==> src/hwce_pkg.sv <==
// hwce_lite shared definitions
// bus widths, register map, sequencer states and stream payload types
package hwce_pkg;

  // cluster memory and config bus widths
  localparam int ADDR_W    = 32;
  localparam int DATA_W    = 32;
  localparam int ID_W      = 16;
  // job length in words
  localparam int LEN_W     = 16;
  // register select, taken from address bits 4..2
  localparam int CFG_SEL_W = 3;

  // stream fifo sizing
  localparam int FIFO_DEPTH = 4;
  localparam int FIFO_PTR_W = $clog2(FIFO_DEPTH);
  // occupancy needs one extra state for full
  localparam int FIFO_CNT_W = $clog2(FIFO_DEPTH + 1);

  // register map, one word each
  localparam logic [CFG_SEL_W-1:0] REG_TRIGGER  = 3'd0;
  localparam logic [CFG_SEL_W-1:0] REG_STATUS   = 3'd1;
  localparam logic [CFG_SEL_W-1:0] REG_SRC_ADDR = 3'd2;
  localparam logic [CFG_SEL_W-1:0] REG_DST_ADDR = 3'd3;
  localparam logic [CFG_SEL_W-1:0] REG_LEN      = 3'd4;

  typedef logic [DATA_W-1:0] word_t;
  typedef logic [ADDR_W-1:0] addr_t;
  typedef logic [LEN_W-1:0]  len_t;

  // sink fifo entry, data word plus its tlast
  typedef struct packed {
    logic  last;
    word_t data;
  } sink_beat_t;

  // job sequencer
  typedef enum logic [1:0] {
    IDLE,
    RUN,
    FINISH
  } job_state_t;

endpackage
==> src/hwce_top.sv <==
// hwce_lite top level
// config slave, job sequencer, one source and one sink stream
`timescale 1ns/10ps

module hwce_top import hwce_pkg::*; (
  input  logic            clk_gated,
  input  logic            rst_n,
  // config port
  input  logic            cfg_req_i,
  input  addr_t           cfg_add_i,
  input  logic            cfg_type_i,
  input  word_t           cfg_data_i,
  input  logic [ID_W-1:0] cfg_id_i,
  output logic            cfg_gnt_o,
  output logic            cfg_r_valid_o,
  output word_t           cfg_r_data_o,
  output logic [ID_W-1:0] cfg_r_id_o,
  // source memory port
  output logic            src_req_o,
  output addr_t           src_add_o,
  input  logic            src_gnt_i,
  input  word_t           src_r_data_i,
  input  logic            src_r_valid_i,
  // sink memory port, write only
  output logic            snk_req_o,
  output addr_t           snk_add_o,
  output word_t           snk_data_o,
  input  logic            snk_gnt_i,
  // stream towards the engine
  output logic            src_tvalid_o,
  output word_t           src_tdata_o,
  output logic            src_tlast_o,
  input  logic            src_tready_i,
  // stream from the engine
  input  logic            snk_tvalid_i,
  input  word_t           snk_tdata_i,
  input  logic            snk_tlast_i,
  output logic            snk_tready_o,
  output logic            evt_interrupt_o,
  output logic            hwce_working_o
);

  logic  job_start;
  logic  job_done;
  logic  busy;
  logic  stream_start;
  logic  src_done;
  logic  snk_done;
  logic  frame_err;
  addr_t src_addr;
  addr_t dst_addr;
  len_t  len;

  hwce_cfg_slave cfg_slave_inst (
    .clk_gated       ( clk_gated       ),
    .rst_n           ( rst_n           ),
    .cfg_req_i       ( cfg_req_i       ),
    .cfg_add_i       ( cfg_add_i       ),
    .cfg_type_i      ( cfg_type_i      ),
    .cfg_data_i      ( cfg_data_i      ),
    .cfg_id_i        ( cfg_id_i        ),
    .cfg_gnt_o       ( cfg_gnt_o       ),
    .cfg_r_valid_o   ( cfg_r_valid_o   ),
    .cfg_r_data_o    ( cfg_r_data_o    ),
    .cfg_r_id_o      ( cfg_r_id_o      ),
    .busy_i          ( busy            ),
    .job_done_i      ( job_done        ),
    .frame_err_i     ( frame_err       ),
    .job_start_o     ( job_start       ),
    .src_addr_o      ( src_addr        ),
    .dst_addr_o      ( dst_addr        ),
    .len_o           ( len             ),
    .evt_interrupt_o ( evt_interrupt_o )
  );

  hwce_job_fsm job_fsm_inst (
    .clk_gated      ( clk_gated      ),
    .rst_n          ( rst_n          ),
    .job_start_i    ( job_start      ),
    .src_done_i     ( src_done       ),
    .snk_done_i     ( snk_done       ),
    .stream_start_o ( stream_start   ),
    .busy_o         ( busy           ),
    .working_o      ( hwce_working_o ),
    .job_done_o     ( job_done       )
  );

  hwce_stream_source source_inst (
    .clk_gated   ( clk_gated     ),
    .rst_n       ( rst_n         ),
    .start_i     ( stream_start  ),
    .base_addr_i ( src_addr      ),
    .len_i       ( len           ),
    .req_o       ( src_req_o     ),
    .add_o       ( src_add_o     ),
    .gnt_i       ( src_gnt_i     ),
    .r_data_i    ( src_r_data_i  ),
    .r_valid_i   ( src_r_valid_i ),
    .tvalid_o    ( src_tvalid_o  ),
    .tdata_o     ( src_tdata_o   ),
    .tlast_o     ( src_tlast_o   ),
    .tready_i    ( src_tready_i  ),
    .done_o      ( src_done      )
  );

  hwce_stream_sink sink_inst (
    .clk_gated   ( clk_gated    ),
    .rst_n       ( rst_n        ),
    .start_i     ( stream_start ),
    .base_addr_i ( dst_addr     ),
    .len_i       ( len          ),
    .tvalid_i    ( snk_tvalid_i ),
    .tdata_i     ( snk_tdata_i  ),
    .tlast_i     ( snk_tlast_i  ),
    .tready_o    ( snk_tready_o ),
    .req_o       ( snk_req_o    ),
    .add_o       ( snk_add_o    ),
    .data_o      ( snk_data_o   ),
    .gnt_i       ( snk_gnt_i    ),
    .done_o      ( snk_done     ),
    .frame_err_o ( frame_err    )
  );

endmodule

==> src/hwce_job_fsm.sv <==
// hwce_lite job sequencer
// starts both streams, waits for their done pulses, drives busy and working
`timescale 1ns/10ps

module hwce_job_fsm import hwce_pkg::*; (
  input  logic clk_gated,
  input  logic rst_n,
  input  logic job_start_i,
  input  logic src_done_i,
  input  logic snk_done_i,
  output logic stream_start_o,
  output logic busy_o,
  output logic working_o,
  output logic job_done_o
);

  job_state_t state;
  logic       src_flag;
  logic       snk_flag;
  logic       busy_q;
  logic       both_done;

  // a done arriving this cycle counts as already seen
  assign both_done = (src_flag | src_done_i) & (snk_flag | snk_done_i);

  assign busy_o     = (state != IDLE);
  assign job_done_o = (state == FINISH);
  // clock gate stays open one cycle past busy
  assign working_o  = busy_o | busy_q;

  always_ff @(posedge clk_gated or negedge rst_n) begin
    if (!rst_n) begin
      state          <= IDLE;
      stream_start_o <= 1'b0;
      src_flag       <= 1'b0;
      snk_flag       <= 1'b0;
      busy_q         <= 1'b0;
    end else begin
      stream_start_o <= 1'b0;
      busy_q         <= busy_o;
      case (state)
        IDLE: begin
          if (job_start_i) begin
            state          <= RUN;
            stream_start_o <= 1'b1;
            src_flag       <= 1'b0;
            snk_flag       <= 1'b0;
          end
        end
        RUN: begin
          // remember each stream finishing
          if (src_done_i) src_flag <= 1'b1;
          if (snk_done_i) snk_flag <= 1'b1;
          if (both_done) state <= FINISH;
        end
        // single cycle, job_done high here
        FINISH:  state <= IDLE;
        default: state <= IDLE;
      endcase
    end
  end

endmodule

==> src/hwce_cfg_slave.sv <==
// hwce_lite configuration target
// job registers, status readback, trigger decode and end-of-job event
`timescale 1ns/10ps

module hwce_cfg_slave import hwce_pkg::*; (
  input  logic            clk_gated,
  input  logic            rst_n,
  // config request
  input  logic            cfg_req_i,
  input  addr_t           cfg_add_i,
  input  logic            cfg_type_i,
  input  word_t           cfg_data_i,
  input  logic [ID_W-1:0] cfg_id_i,
  // config response
  output logic            cfg_gnt_o,
  output logic            cfg_r_valid_o,
  output word_t           cfg_r_data_o,
  output logic [ID_W-1:0] cfg_r_id_o,
  // engine status
  input  logic            busy_i,
  input  logic            job_done_i,
  input  logic            frame_err_i,
  // job control
  output logic            job_start_o,
  output addr_t           src_addr_o,
  output addr_t           dst_addr_o,
  output len_t            len_o,
  output logic            evt_interrupt_o
);

  logic [CFG_SEL_W-1:0] sel;
  logic                 wr_en;
  logic                 locked;
  word_t                rdata;

  // target never stalls
  assign cfg_gnt_o = 1'b1;

  // word index inside the register window
  assign sel   = cfg_add_i[CFG_SEL_W+1:2];
  assign wr_en = cfg_req_i & ~cfg_type_i;
  // job regs frozen from trigger until sequencer back to idle
  assign locked = busy_i | job_start_o;

  // read mux
  always_comb begin
    case (sel)
      REG_STATUS:   rdata = {{(DATA_W-2){1'b0}}, frame_err_i, busy_i};
      REG_SRC_ADDR: rdata = word_t'(src_addr_o);
      REG_DST_ADDR: rdata = word_t'(dst_addr_o);
      REG_LEN:      rdata = word_t'(len_o);
      default:      rdata = '0;
    endcase
  end

  // response one cycle after every request, ID echoed
  always_ff @(posedge clk_gated or negedge rst_n) begin
    if (!rst_n) begin
      cfg_r_valid_o <= 1'b0;
      cfg_r_data_o  <= '0;
      cfg_r_id_o    <= '0;
    end else begin
      cfg_r_valid_o <= cfg_req_i;
      if (cfg_req_i) begin
        cfg_r_id_o <= cfg_id_i;
        // writes answer with zero
        cfg_r_data_o <= cfg_type_i ? rdata : '0;
      end
    end
  end

  // job registers
  always_ff @(posedge clk_gated or negedge rst_n) begin
    if (!rst_n) begin
      src_addr_o <= '0;
      dst_addr_o <= '0;
      len_o      <= '0;
    end else if (wr_en && !locked) begin
      case (sel)
        REG_SRC_ADDR: src_addr_o <= addr_t'(cfg_data_i);
        REG_DST_ADDR: dst_addr_o <= addr_t'(cfg_data_i);
        REG_LEN:      len_o      <= cfg_data_i[LEN_W-1:0];
        default:      ;
      endcase
    end
  end

  // trigger pulse and event delay
  always_ff @(posedge clk_gated or negedge rst_n) begin
    if (!rst_n) begin
      job_start_o     <= 1'b0;
      evt_interrupt_o <= 1'b0;
    end else begin
      // empty jobs never start
      job_start_o     <= wr_en & (sel == REG_TRIGGER) & ~locked & (len_o != '0);
      evt_interrupt_o <= job_done_i;
    end
  end

endmodule

==> src/hwce_stream_sink.sv <==
// hwce_lite sink stream
// takes LEN beats from the engine, writes them to memory, checks tlast framing
`timescale 1ns/10ps

module hwce_stream_sink import hwce_pkg::*; (
  input  logic  clk_gated,
  input  logic  rst_n,
  input  logic  start_i,
  input  addr_t base_addr_i,
  input  len_t  len_i,
  // incoming stream
  input  logic  tvalid_i,
  input  word_t tdata_i,
  input  logic  tlast_i,
  output logic  tready_o,
  // memory write port
  output logic  req_o,
  output addr_t add_o,
  output word_t data_o,
  input  logic  gnt_i,
  output logic  done_o,
  output logic  frame_err_o
);

  logic       active;
  addr_t      base_q;
  len_t       len_q;
  len_t       last_idx;
  len_t       acc_cnt;
  len_t       wr_cnt;
  logic       accept;
  logic       wgnt;
  logic       wr_last;
  logic       fifo_empty;
  logic       fifo_full;
  sink_beat_t beat_in;
  sink_beat_t head;

  // stop taking beats once LEN are in, or no room
  assign tready_o = active & (acc_cnt != len_q) & ~fifo_full;
  assign accept   = tvalid_i & tready_o;
  assign beat_in  = {tlast_i, tdata_i};

  // head of fifo goes out, held until granted
  assign req_o   = active & ~fifo_empty;
  assign wgnt    = req_o & gnt_i;
  assign add_o   = base_q + addr_t'({wr_cnt, 2'b00});
  assign data_o  = head.data;
  assign wr_last = (wr_cnt == last_idx);

  always_ff @(posedge clk_gated) begin
    if (start_i) base_q <= base_addr_i;
  end

  always_ff @(posedge clk_gated or negedge rst_n) begin
    if (!rst_n) begin
      active      <= 1'b0;
      len_q       <= '0;
      last_idx    <= '0;
      acc_cnt     <= '0;
      wr_cnt      <= '0;
      done_o      <= 1'b0;
      frame_err_o <= 1'b0;
    end else begin
      done_o <= wgnt & wr_last;
      if (start_i) begin
        active      <= 1'b1;
        len_q       <= len_i;
        last_idx    <= len_i - 1'b1;
        acc_cnt     <= '0;
        wr_cnt      <= '0;
        frame_err_o <= 1'b0;
      end else begin
        if (accept) acc_cnt <= acc_cnt + 1'b1;
        if (wgnt) begin
          wr_cnt <= wr_cnt + 1'b1;
          // tlast must sit on the final beat only, sticky until next start
          if (head.last != wr_last) frame_err_o <= 1'b1;
          if (wr_last) active <= 1'b0;
        end
      end
    end
  end

  hwce_stream_fifo #(
    .payload_t ( sink_beat_t )
  ) snk_fifo_inst (
    .clk_gated ( clk_gated   ),
    .rst_n     ( rst_n       ),
    .push_i    ( accept      ),
    .data_i    ( beat_in     ),
    .pop_i     ( wgnt        ),
    .data_o    ( head        ),
    .empty_o   ( fifo_empty  ),
    .full_o    ( fifo_full   ),
    .count_o   (             )
  );

endmodule

==> src/hwce_stream_source.sv <==
// hwce_lite source stream
// reads LEN words from cluster memory, several in flight, out as valid/ready
`timescale 1ns/10ps

module hwce_stream_source import hwce_pkg::*; (
  input  logic  clk_gated,
  input  logic  rst_n,
  input  logic  start_i,
  input  addr_t base_addr_i,
  input  len_t  len_i,
  // memory read port
  output logic  req_o,
  output addr_t add_o,
  input  logic  gnt_i,
  input  word_t r_data_i,
  input  logic  r_valid_i,
  // outgoing stream
  output logic  tvalid_o,
  output word_t tdata_o,
  output logic  tlast_o,
  input  logic  tready_i,
  output logic  done_o
);

  logic                  active;
  addr_t                 rd_addr;
  len_t                  len_q;
  len_t                  last_idx;
  len_t                  issue_cnt;
  len_t                  out_cnt;
  logic [FIFO_CNT_W-1:0] inflight;
  logic [FIFO_CNT_W-1:0] fifo_cnt;
  logic [FIFO_CNT_W:0]   pending;
  logic                  req_q;
  logic                  gnt_m;
  logic                  rvalid_m;
  logic                  fifo_empty;
  logic                  pop;

  // words stored plus words still coming back
  assign pending = {1'b0, fifo_cnt} + {1'b0, inflight};
  // only ask when a slot is reserved for the answer
  assign req_o   = active & (issue_cnt != len_q) & (pending < (FIFO_CNT_W+1)'(FIFO_DEPTH));
  assign add_o   = rd_addr;

  // ignore grants and responses not meant for us
  assign gnt_m    = gnt_i & req_o;
  assign rvalid_m = r_valid_i & req_q;

  // stream side
  assign tvalid_o = ~fifo_empty;
  assign tlast_o  = (out_cnt == last_idx);
  assign pop      = tvalid_o & tready_i;

  // read address, advances per grant
  always_ff @(posedge clk_gated) begin
    if (start_i) rd_addr <= base_addr_i;
    else if (gnt_m) rd_addr <= rd_addr + ADDR_W'(4);
  end

  always_ff @(posedge clk_gated or negedge rst_n) begin
    if (!rst_n) begin
      active    <= 1'b0;
      len_q     <= '0;
      last_idx  <= '0;
      issue_cnt <= '0;
      out_cnt   <= '0;
      inflight  <= '0;
      req_q     <= 1'b0;
      done_o    <= 1'b0;
    end else begin
      req_q    <= req_o;
      inflight <= inflight + FIFO_CNT_W'(gnt_m) - FIFO_CNT_W'(rvalid_m);
      // pulse once the tlast word has left
      done_o   <= pop & tlast_o;
      if (start_i) begin
        active    <= 1'b1;
        len_q     <= len_i;
        last_idx  <= len_i - 1'b1;
        issue_cnt <= '0;
        out_cnt   <= '0;
      end else begin
        if (gnt_m) issue_cnt <= issue_cnt + 1'b1;
        if (pop) begin
          out_cnt <= out_cnt + 1'b1;
          if (tlast_o) active <= 1'b0;
        end
      end
    end
  end

  // read data lands here the cycle after the grant
  hwce_stream_fifo #(
    .payload_t ( word_t     )
  ) src_fifo_inst (
    .clk_gated ( clk_gated  ),
    .rst_n     ( rst_n      ),
    .push_i    ( rvalid_m   ),
    .data_i    ( r_data_i   ),
    .pop_i     ( pop        ),
    .data_o    ( tdata_o    ),
    .empty_o   ( fifo_empty ),
    .full_o    (            ),
    .count_o   ( fifo_cnt   )
  );

endmodule

==> src/hwce_stream_fifo.sv <==
// hwce_lite stream FIFO
// circular buffer of FIFO_DEPTH entries, payload type chosen per instance
`timescale 1ns/10ps

module hwce_stream_fifo import hwce_pkg::*; #(
  parameter type payload_t = word_t
) (
  input  logic                  clk_gated,
  input  logic                  rst_n,
  input  logic                  push_i,
  input  payload_t              data_i,
  input  logic                  pop_i,
  output payload_t              data_o,
  output logic                  empty_o,
  output logic                  full_o,
  output logic [FIFO_CNT_W-1:0] count_o
);

  payload_t              mem [FIFO_DEPTH];
  logic [FIFO_PTR_W-1:0] wr_ptr;
  logic [FIFO_PTR_W-1:0] rd_ptr;
  logic [FIFO_CNT_W-1:0] cnt;
  logic                  do_push;
  logic                  do_pop;

  assign empty_o = (cnt == '0);
  assign full_o  = (cnt == FIFO_CNT_W'(FIFO_DEPTH));
  assign count_o = cnt;
  // overflow and underflow requests dropped
  assign do_push = push_i & ~full_o;
  assign do_pop  = pop_i & ~empty_o;
  // head always visible
  assign data_o  = mem[rd_ptr];

  // storage
  always_ff @(posedge clk_gated) begin
    if (do_push) mem[wr_ptr] <= data_i;
  end

  always_ff @(posedge clk_gated or negedge rst_n) begin
    if (!rst_n) begin
      wr_ptr <= '0;
      rd_ptr <= '0;
      cnt    <= '0;
    end else begin
      // explicit wrap, depth need not be a power of two
      if (do_push) wr_ptr <= (wr_ptr == FIFO_PTR_W'(FIFO_DEPTH - 1)) ? '0 : wr_ptr + 1'b1;
      if (do_pop)  rd_ptr <= (rd_ptr == FIFO_PTR_W'(FIFO_DEPTH - 1)) ? '0 : rd_ptr + 1'b1;
      cnt <= cnt + FIFO_CNT_W'(do_push) - FIFO_CNT_W'(do_pop);
    end
  end

endmodule

==> config.mk <==
export PLATFORM = sky130hd
export DESIGN_NAME = hwce_top
export DESIGN_NICKNAME = d
export VERILOG_FILES = /design/src/hwce_pkg.sv /design/src/hwce_top.sv /design/src/hwce_job_fsm.sv /design/src/hwce_cfg_slave.sv /design/src/hwce_stream_sink.sv /design/src/hwce_stream_source.sv /design/src/hwce_stream_fifo.sv
export SDC_FILE = /design/constraint.sdc
export NUM_CORES = 1
export LEC_CHECK = 0
export ABC_AREA = 0
export BUFFER_PORTS_ARGS = -buffer_cell sky130_fd_sc_hd__buf_4
export CORE_ASPECT_RATIO = 1.1
export CORE_UTILIZATION = 55
export CTS_BUF_LIST = sky130_fd_sc_hd__clkbuf_4 sky130_fd_sc_hd__clkbuf_8
export DETAILED_ROUTE_END_ITERATION = 10
export PLACE_DENSITY = 0.89
export SETUP_SLACK_MARGIN = 0.15
export SLEW_MARGIN = 10
export SYNTH_ARGS = -nofsm -noshare
export SYNTH_HDL_FRONTEND = slang
export SYNTH_HIERARCHICAL = 1
export SYNTH_SLANG_ARGS = --single-unit
export TNS_END_PERCENT = 100
==> constraint.sdc <==
create_clock -name clk_gated -period 3.2 [get_ports clk_gated]
set_clock_uncertainty 0.2 [all_clocks]
set_input_delay 0.64 -clock clk_gated [delete_from_list [all_inputs] [get_ports clk_gated]]
set_output_delay 0.64 -clock clk_gated [all_outputs]
set_load 0.005 [all_outputs]
Yosys cells after proc, flatten, opt, wreduce, memory -nomap -nowiden:

Memory sizes are Yosys's and may differ from the RTL's.
Cells that the tools add are included.

* $lt $le $gt $ge: 1
* div/mod/pow operators: 0
* multipliers: 0
* muxes and demuxes: 39
* equal/unequal tests: 21
* bitwise gates (word level): 31
* shift-type cells: 0
* reduce and logical (&&, ||, !) cells: 25
* add/subtract/negate cells: 18

Operators by type and width (number)
* $mux 16: 8
* $pmux 32 s4: 1
* $mux 32: 3
* $add 16x1->16 const B: 4
* $add 32x18->32: 1
* $add 32x3->32 const B: 1
* $eq 16x16->1: 2
* $ne 16x16->1: 2
* $and 1x1->1: 21
* $mux 1: 18
* $reduce_bool 2->1: 9
* $reduce_bool 16->1: 1
* $sub 16x1->16 const B: 1
* $reduce_and 2->1: 7
* $mux 2: 6
* $eq 2x2->1 const B: 5
* $add 3x1->3: 3
* $eq 3x3->1 const B: 3
* $logic_not 3->1: 3
* $sub 3x1->3: 3
* $add 2x1->2 const B: 4
* $eq 3x2->1 const B: 2
* $ne 2x1->1 const B: 3
* $not 1->1: 6
* other kinds (13): 18

* latch bits: 0
* output and inout port bits: 185
* bits in writable memories: 260
* ROM bits: 0
* memories kept: 2
* flip-flop bits (word level): 320

Memory list
* sink_inst.snk_fifo_inst.mem: depth 4, bits a word 33, read ports 1, clocked after memory_dff 0, write ports 1, line hwce_stream_fifo.sv:19 `payload_t mem [FIFO_DEPTH];`
* source_inst.src_fifo_inst.mem: depth 4, bits a word 32, read ports 1, clocked after memory_dff 0, write ports 1, line hwce_stream_fifo.sv:19

Longest topological paths before layout:

* word-level depth: 7
* mapped depth: 14
* depth with buffers taken out: 12

By module:

The synthesis kept the hierarchy.

Modules (own cells, without submodules)
* hwce_stream_source: sequential area each 2712.6 um^2, times used 1, area an instance 5551.6 um^2, cells each 544
* hwce_cfg_slave: sequential area each 3278.1 um^2, times used 1, area an instance 5464.0 um^2, cells each 400
* hwce_stream_sink: sequential area each 2637.5 um^2, times used 1, area an instance 5363.9 um^2, cells each 502
* hwce_stream_fifo at sink_inst.snk_fifo_inst: sequential area each 4139.0 um^2, times used 1, area an instance 5258.8 um^2, cells each 212
* hwce_stream_fifo at source_inst.src_fifo_inst: sequential area each 4018.9 um^2, times used 1, area an instance 5111.2 um^2, cells each 207
* hwce_job_fsm: sequential area each 150.1 um^2, times used 1, area an instance 241.5 um^2, cells each 23

Worst setup path before layout:

OpenSTA, ideal clock, no wires.

* path type: reg2out
* start point: register sink_inst.wr_cnt[0]
* end point: output snk_add_o[26]
* setup slack: -0.062 ns
* cell stages (with the launch flop): 11
* required time: 2.360 ns
* data arrival time: 2.422 ns
* buffers on the path: 0
* path through: dfrtp_1 ha_1 inv_1 fa_1 nor2b_1 o31a_1 o21ai_2 o211ai_1 a2bb2oi_1 nand4_1 xnor2_1

* word-level cells in the longest chain between the ends: 1

RTL lines
* start, declared: line hwce_stream_sink.sv:30 `len_t wr_cnt;`
* start signal, assigned: line hwce_stream_sink.sv:76 `wr_cnt <= wr_cnt + 1'b1;`
* $add 32x18->32: line hwce_stream_sink.sv:47 `assign add_o = base_q + addr_t'({wr_cnt, 2'b00});`
* end, declared: line hwce_top.sv:26 `output addr_t snk_add_o,`

No other way between the ends.

Final worst setup path:

Ends and elaborated chain as after synthesis.

==> results by group <==
Placement
  • Post-DP HPWL: approximately 45000 um
  • Place WS: -0.368 ns
  • GP Congestion: approximately 0.87
  • IO buf count: around 310

Routing
  • DR vias: 20000
  • Initial DRC count: 2090
  • Avg WL per Cell: 26.7 um
  • First-pass DRT Iterations: 5
  • Remaining DRCs: 0
  • Routed WL: 85300 um
  • DR vias/cell: between 6 and 7
  • Post-DRT Antenna Nets: 0

Setup path
  • Worst Setup Start Kind: flop
  • Flop2flop setup slack: 0.15 ns
  • Critical path class: reg2out
  • CP Data Required Time: 2.36 ns
  • Critical Path AT: 3.55 ns
  • Crit Path Max Fanout: 7
  • FF-to-FF End: source_inst/inflight[1]
  • Worst Setup End Kind: output pin
  • Worst reg2reg path depth: 11
  • Reg-to-Reg Start: source_inst/inflight[2]

Power and ir drop
  • VDD IR max: 681 uV
  • Sw frac: 0.324
  • Internal power: roughly 18000 uW
  • Comb pwr share: 0.294
  • Clk pwr share: 0.287
  • Sequential Power Share: 0.419
  • Leakage: 0.0141 uW
  • Switching power: 8630 uW
  • Pwr Density: around 770 nW/um^2

Timing
  • Fin. Hold Viols: 0
  • Crit path time final: about 4.4 ns
  • Worst relative slew slack: 0.435
  • RSZ-0062 raised after global routing: true
  • # setup viols final: 27
  • Max-slew violations: 0
  • Setup TNS: -21.20 ns
  • Slew @ Worst Pin: 0.846 ns
  • Max Fclk: 0.228 GHz
  • Final worst slack: -1.19 ns
  • Final period utilization: 1.37
  • WHS: 0.101 ns

Floorplanning
  • Die area: 50000 sq um
  • Initial core utilization: 0.561
  • Core Area: roughly 48000 sq um
  • Die Wd: 213 um
  • # rows: 84
  • Height of the die: 234 um
  • I/O pins: 339

Global routing
  • Total grt overflow: 0
  • Number of global-route vias before repair: between 20000 and 25000
  • First-pass GRT wire length: 121000 um
  • Total GRT Usage: 0.326
  • Initial antenna violation count: 5
  • Maximum number of pins on one net before global-route repair: 78

Status
  • Violated checks: negative setup slack
  • Status: finished, violations left

Finish
  • Area Overhead vs Synth: 28.6%
  • Most frequent cells in the layout: buf_4, edfxtp_1, dfrtp_1
  • Most common cell after layout, fill and taps aside: buf_4
  • NumNets Final: 2663
  • Fraction of layout cells with a size suffix above 1: 0.356

Logic synthesis
  • Asr flop ratio synth: 0.471
  • Library cells used by synthesis: 78
  • Yosys warns: 6
  • Post-Synthesis Cells: 1888
  • Register bit total from synthesis: 612
  • Syn Area/Cell: around 14 sq um
  • Register area share after synthesis: 0.627
  • Synthesized Nets: about 2100
  • Synth Cell Area: 27000 sq um
  • Ys flop type: edfxtp_1
  • Number of synthesized flops with an enable pin: 324

Run
  • Max cap viols: 0

CTS
  • H-tree levels: 3
  • CTS sink cnt: 612
  • Clock Pin Slew Worst Setup and Hold Paths: 0.08 ns
  • Clock root cell: clkbuf_8
  • CTS Buffer Depth: 3
  • CTS tree: yes
  • Total CTS buffers: 94
  • Clk_lat worst skew: between 0.7 and 0.8 ns

Hold path
  • Hold/Removal Path Class: in2reg
  • WHS Endpoint: cfg_slave_inst/cfg_r_data_o[1]
  • Hold path start: cfg_add_i[4]
  • Hold Path Depth: 3
-- how the worst max path moves through the flow --
| stage | endpoint | cells after the start | from | slack [ns] |
|---|---|---|---|---|
| 6_report | snk_add_o[26] | 12 | sink_inst/wr_cnt[0] | -1.19 |
| 5_1_grt | snk_add_o[26] | 12 | sink_inst/wr_cnt[0] | -1.22 |
| 4_1_cts | snk_add_o[26] | 12 | sink_inst/wr_cnt[0] | -0.85 |
| 3_5_place_dp | sink_inst/snk_fifo_inst/count_o[2] | 13 | sink_inst/acc_cnt[8] | -0.37 |
| 3_3_place_gp | sink_inst/snk_fifo_inst/count_o[2] | 13 | sink_inst/acc_cnt[8] | -0.29 |
| 2_1_floorplan | snk_add_o[26] | 10 | sink_inst/wr_cnt[0] | 0.15 |
-- repair_timing --
action	CTS	global route
hold buffers	115	0
cloned	0	0
gates resized for setup	60	48
pin swaps	24	38
hold endpoints to repair	424	0
setup buffers	17	23
endpoints found under the setup margin	216	38
-- through the flow --
stage               utilization  instances  total power (uW)  cell area (sq um)
global placement          0.634       2858             17200              30500
floorplan                     -       1888             14800              27000
detailed placement        0.634       2858             17700              30500
CTS                       0.712       3167             25700              34300
global route              0.721       3195             27500              34700
finish                    0.721       3197             26600              34700
-- synthesized netlist by cell type (35+ instances only) --
| cell | instances | area share |
|---|---|---|
| ha_1 | 41 | 0.019 |
| o21ai_0 | 47 | 0.0087 |
| nand2_1 | 76 | 0.011 |
| inv_1 | 74 | 0.010 |
| dfrtp_1 | 288 | 0.27 |
| nor2_1 | 135 | 0.019 |
| mux4_2 | 56 | 0.047 |
| xnor2_1 | 118 | 0.038 |
| nand4_1 | 53 | 0.012 |
| nand3_1 | 42 | 0.0078 |
| clkbuf_1 | 38 | 0.0053 |
| edfxtp_1 | 324 | 0.36 |
| xor2_1 | 72 | 0.023 |
| mux2i_1 | 35 | 0.013 |
| mux2_2 | 141 | 0.059 |
| a21oi_1 | 67 | 0.012 |
-- layout make-up --
cell class,instances,area (sq um)
Timing Repair Buffer,558,4710
Inverter,74,280
Fill cell,2687,13400
Sequential cell,612,16900
Clock inverter,37,429
Tap cell,645,807
Antenna cell,7,17.5
Multi-Input combinational cell,1124,9770
Clock buffer,140,1760
-- sequential cells by signal, indices dropped and copies added, names as in the netlist, 32 cells and up --
signal	flops
source_inst/add_o	32
sink_inst/snk_fifo_inst/mem	132
cfg_slave_inst/dst_addr_o	32
source_inst/src_fifo_inst/mem	128
sink_inst/base_q	32
cfg_slave_inst/cfg_r_data_o	32
cfg_slave_inst/src_addr_o	32
-- power by group through the flow --
stage               Clock [uW]  Sequential, uW  Combinational [uW]
CTS                       7490           11000                7210
finish                    7640           11100                7810
global placement             0           11000                6240
global route              7960           11200                8280
floorplan                    0           10700                4130
detailed placement           0           11100                6550
-- critical path, cell delays in order (launching register included) --
cell and delay, ns:
dfrtp_1 0.40, ha_4 0.16, inv_2 0.03, fa_2 0.36, nor2b_4 0.14, o31a_1 0.22, o21ai_4 0.09, o211ai_1 0.27
a2bb2oi_2 0.17, buf_6 0.16, nand4_1 0.25, xnor2_2 0.41, buf_4 0.19
-- per-layer routing --
metal	share of wire	vias up	GRT usage
met5	0	-	0
met4	0.068	0	0.186
met3	0.10	434	0.0801
met2	0.49	1510	0.545
met1	0.34	9964	0.385
li1	-	8101	-
-- kinds of logic after synthesis --
logic type / share of synthesized area
compound gates: 0.0443
xor+xnor: 0.0617
fa+ha+maj: 0.0220
buf+inv: 0.0281
flops: 0.627
mux: 0.128
other cells: 0.000139
simple gates: 0.0882
Power figures use the tool's default switching activity.
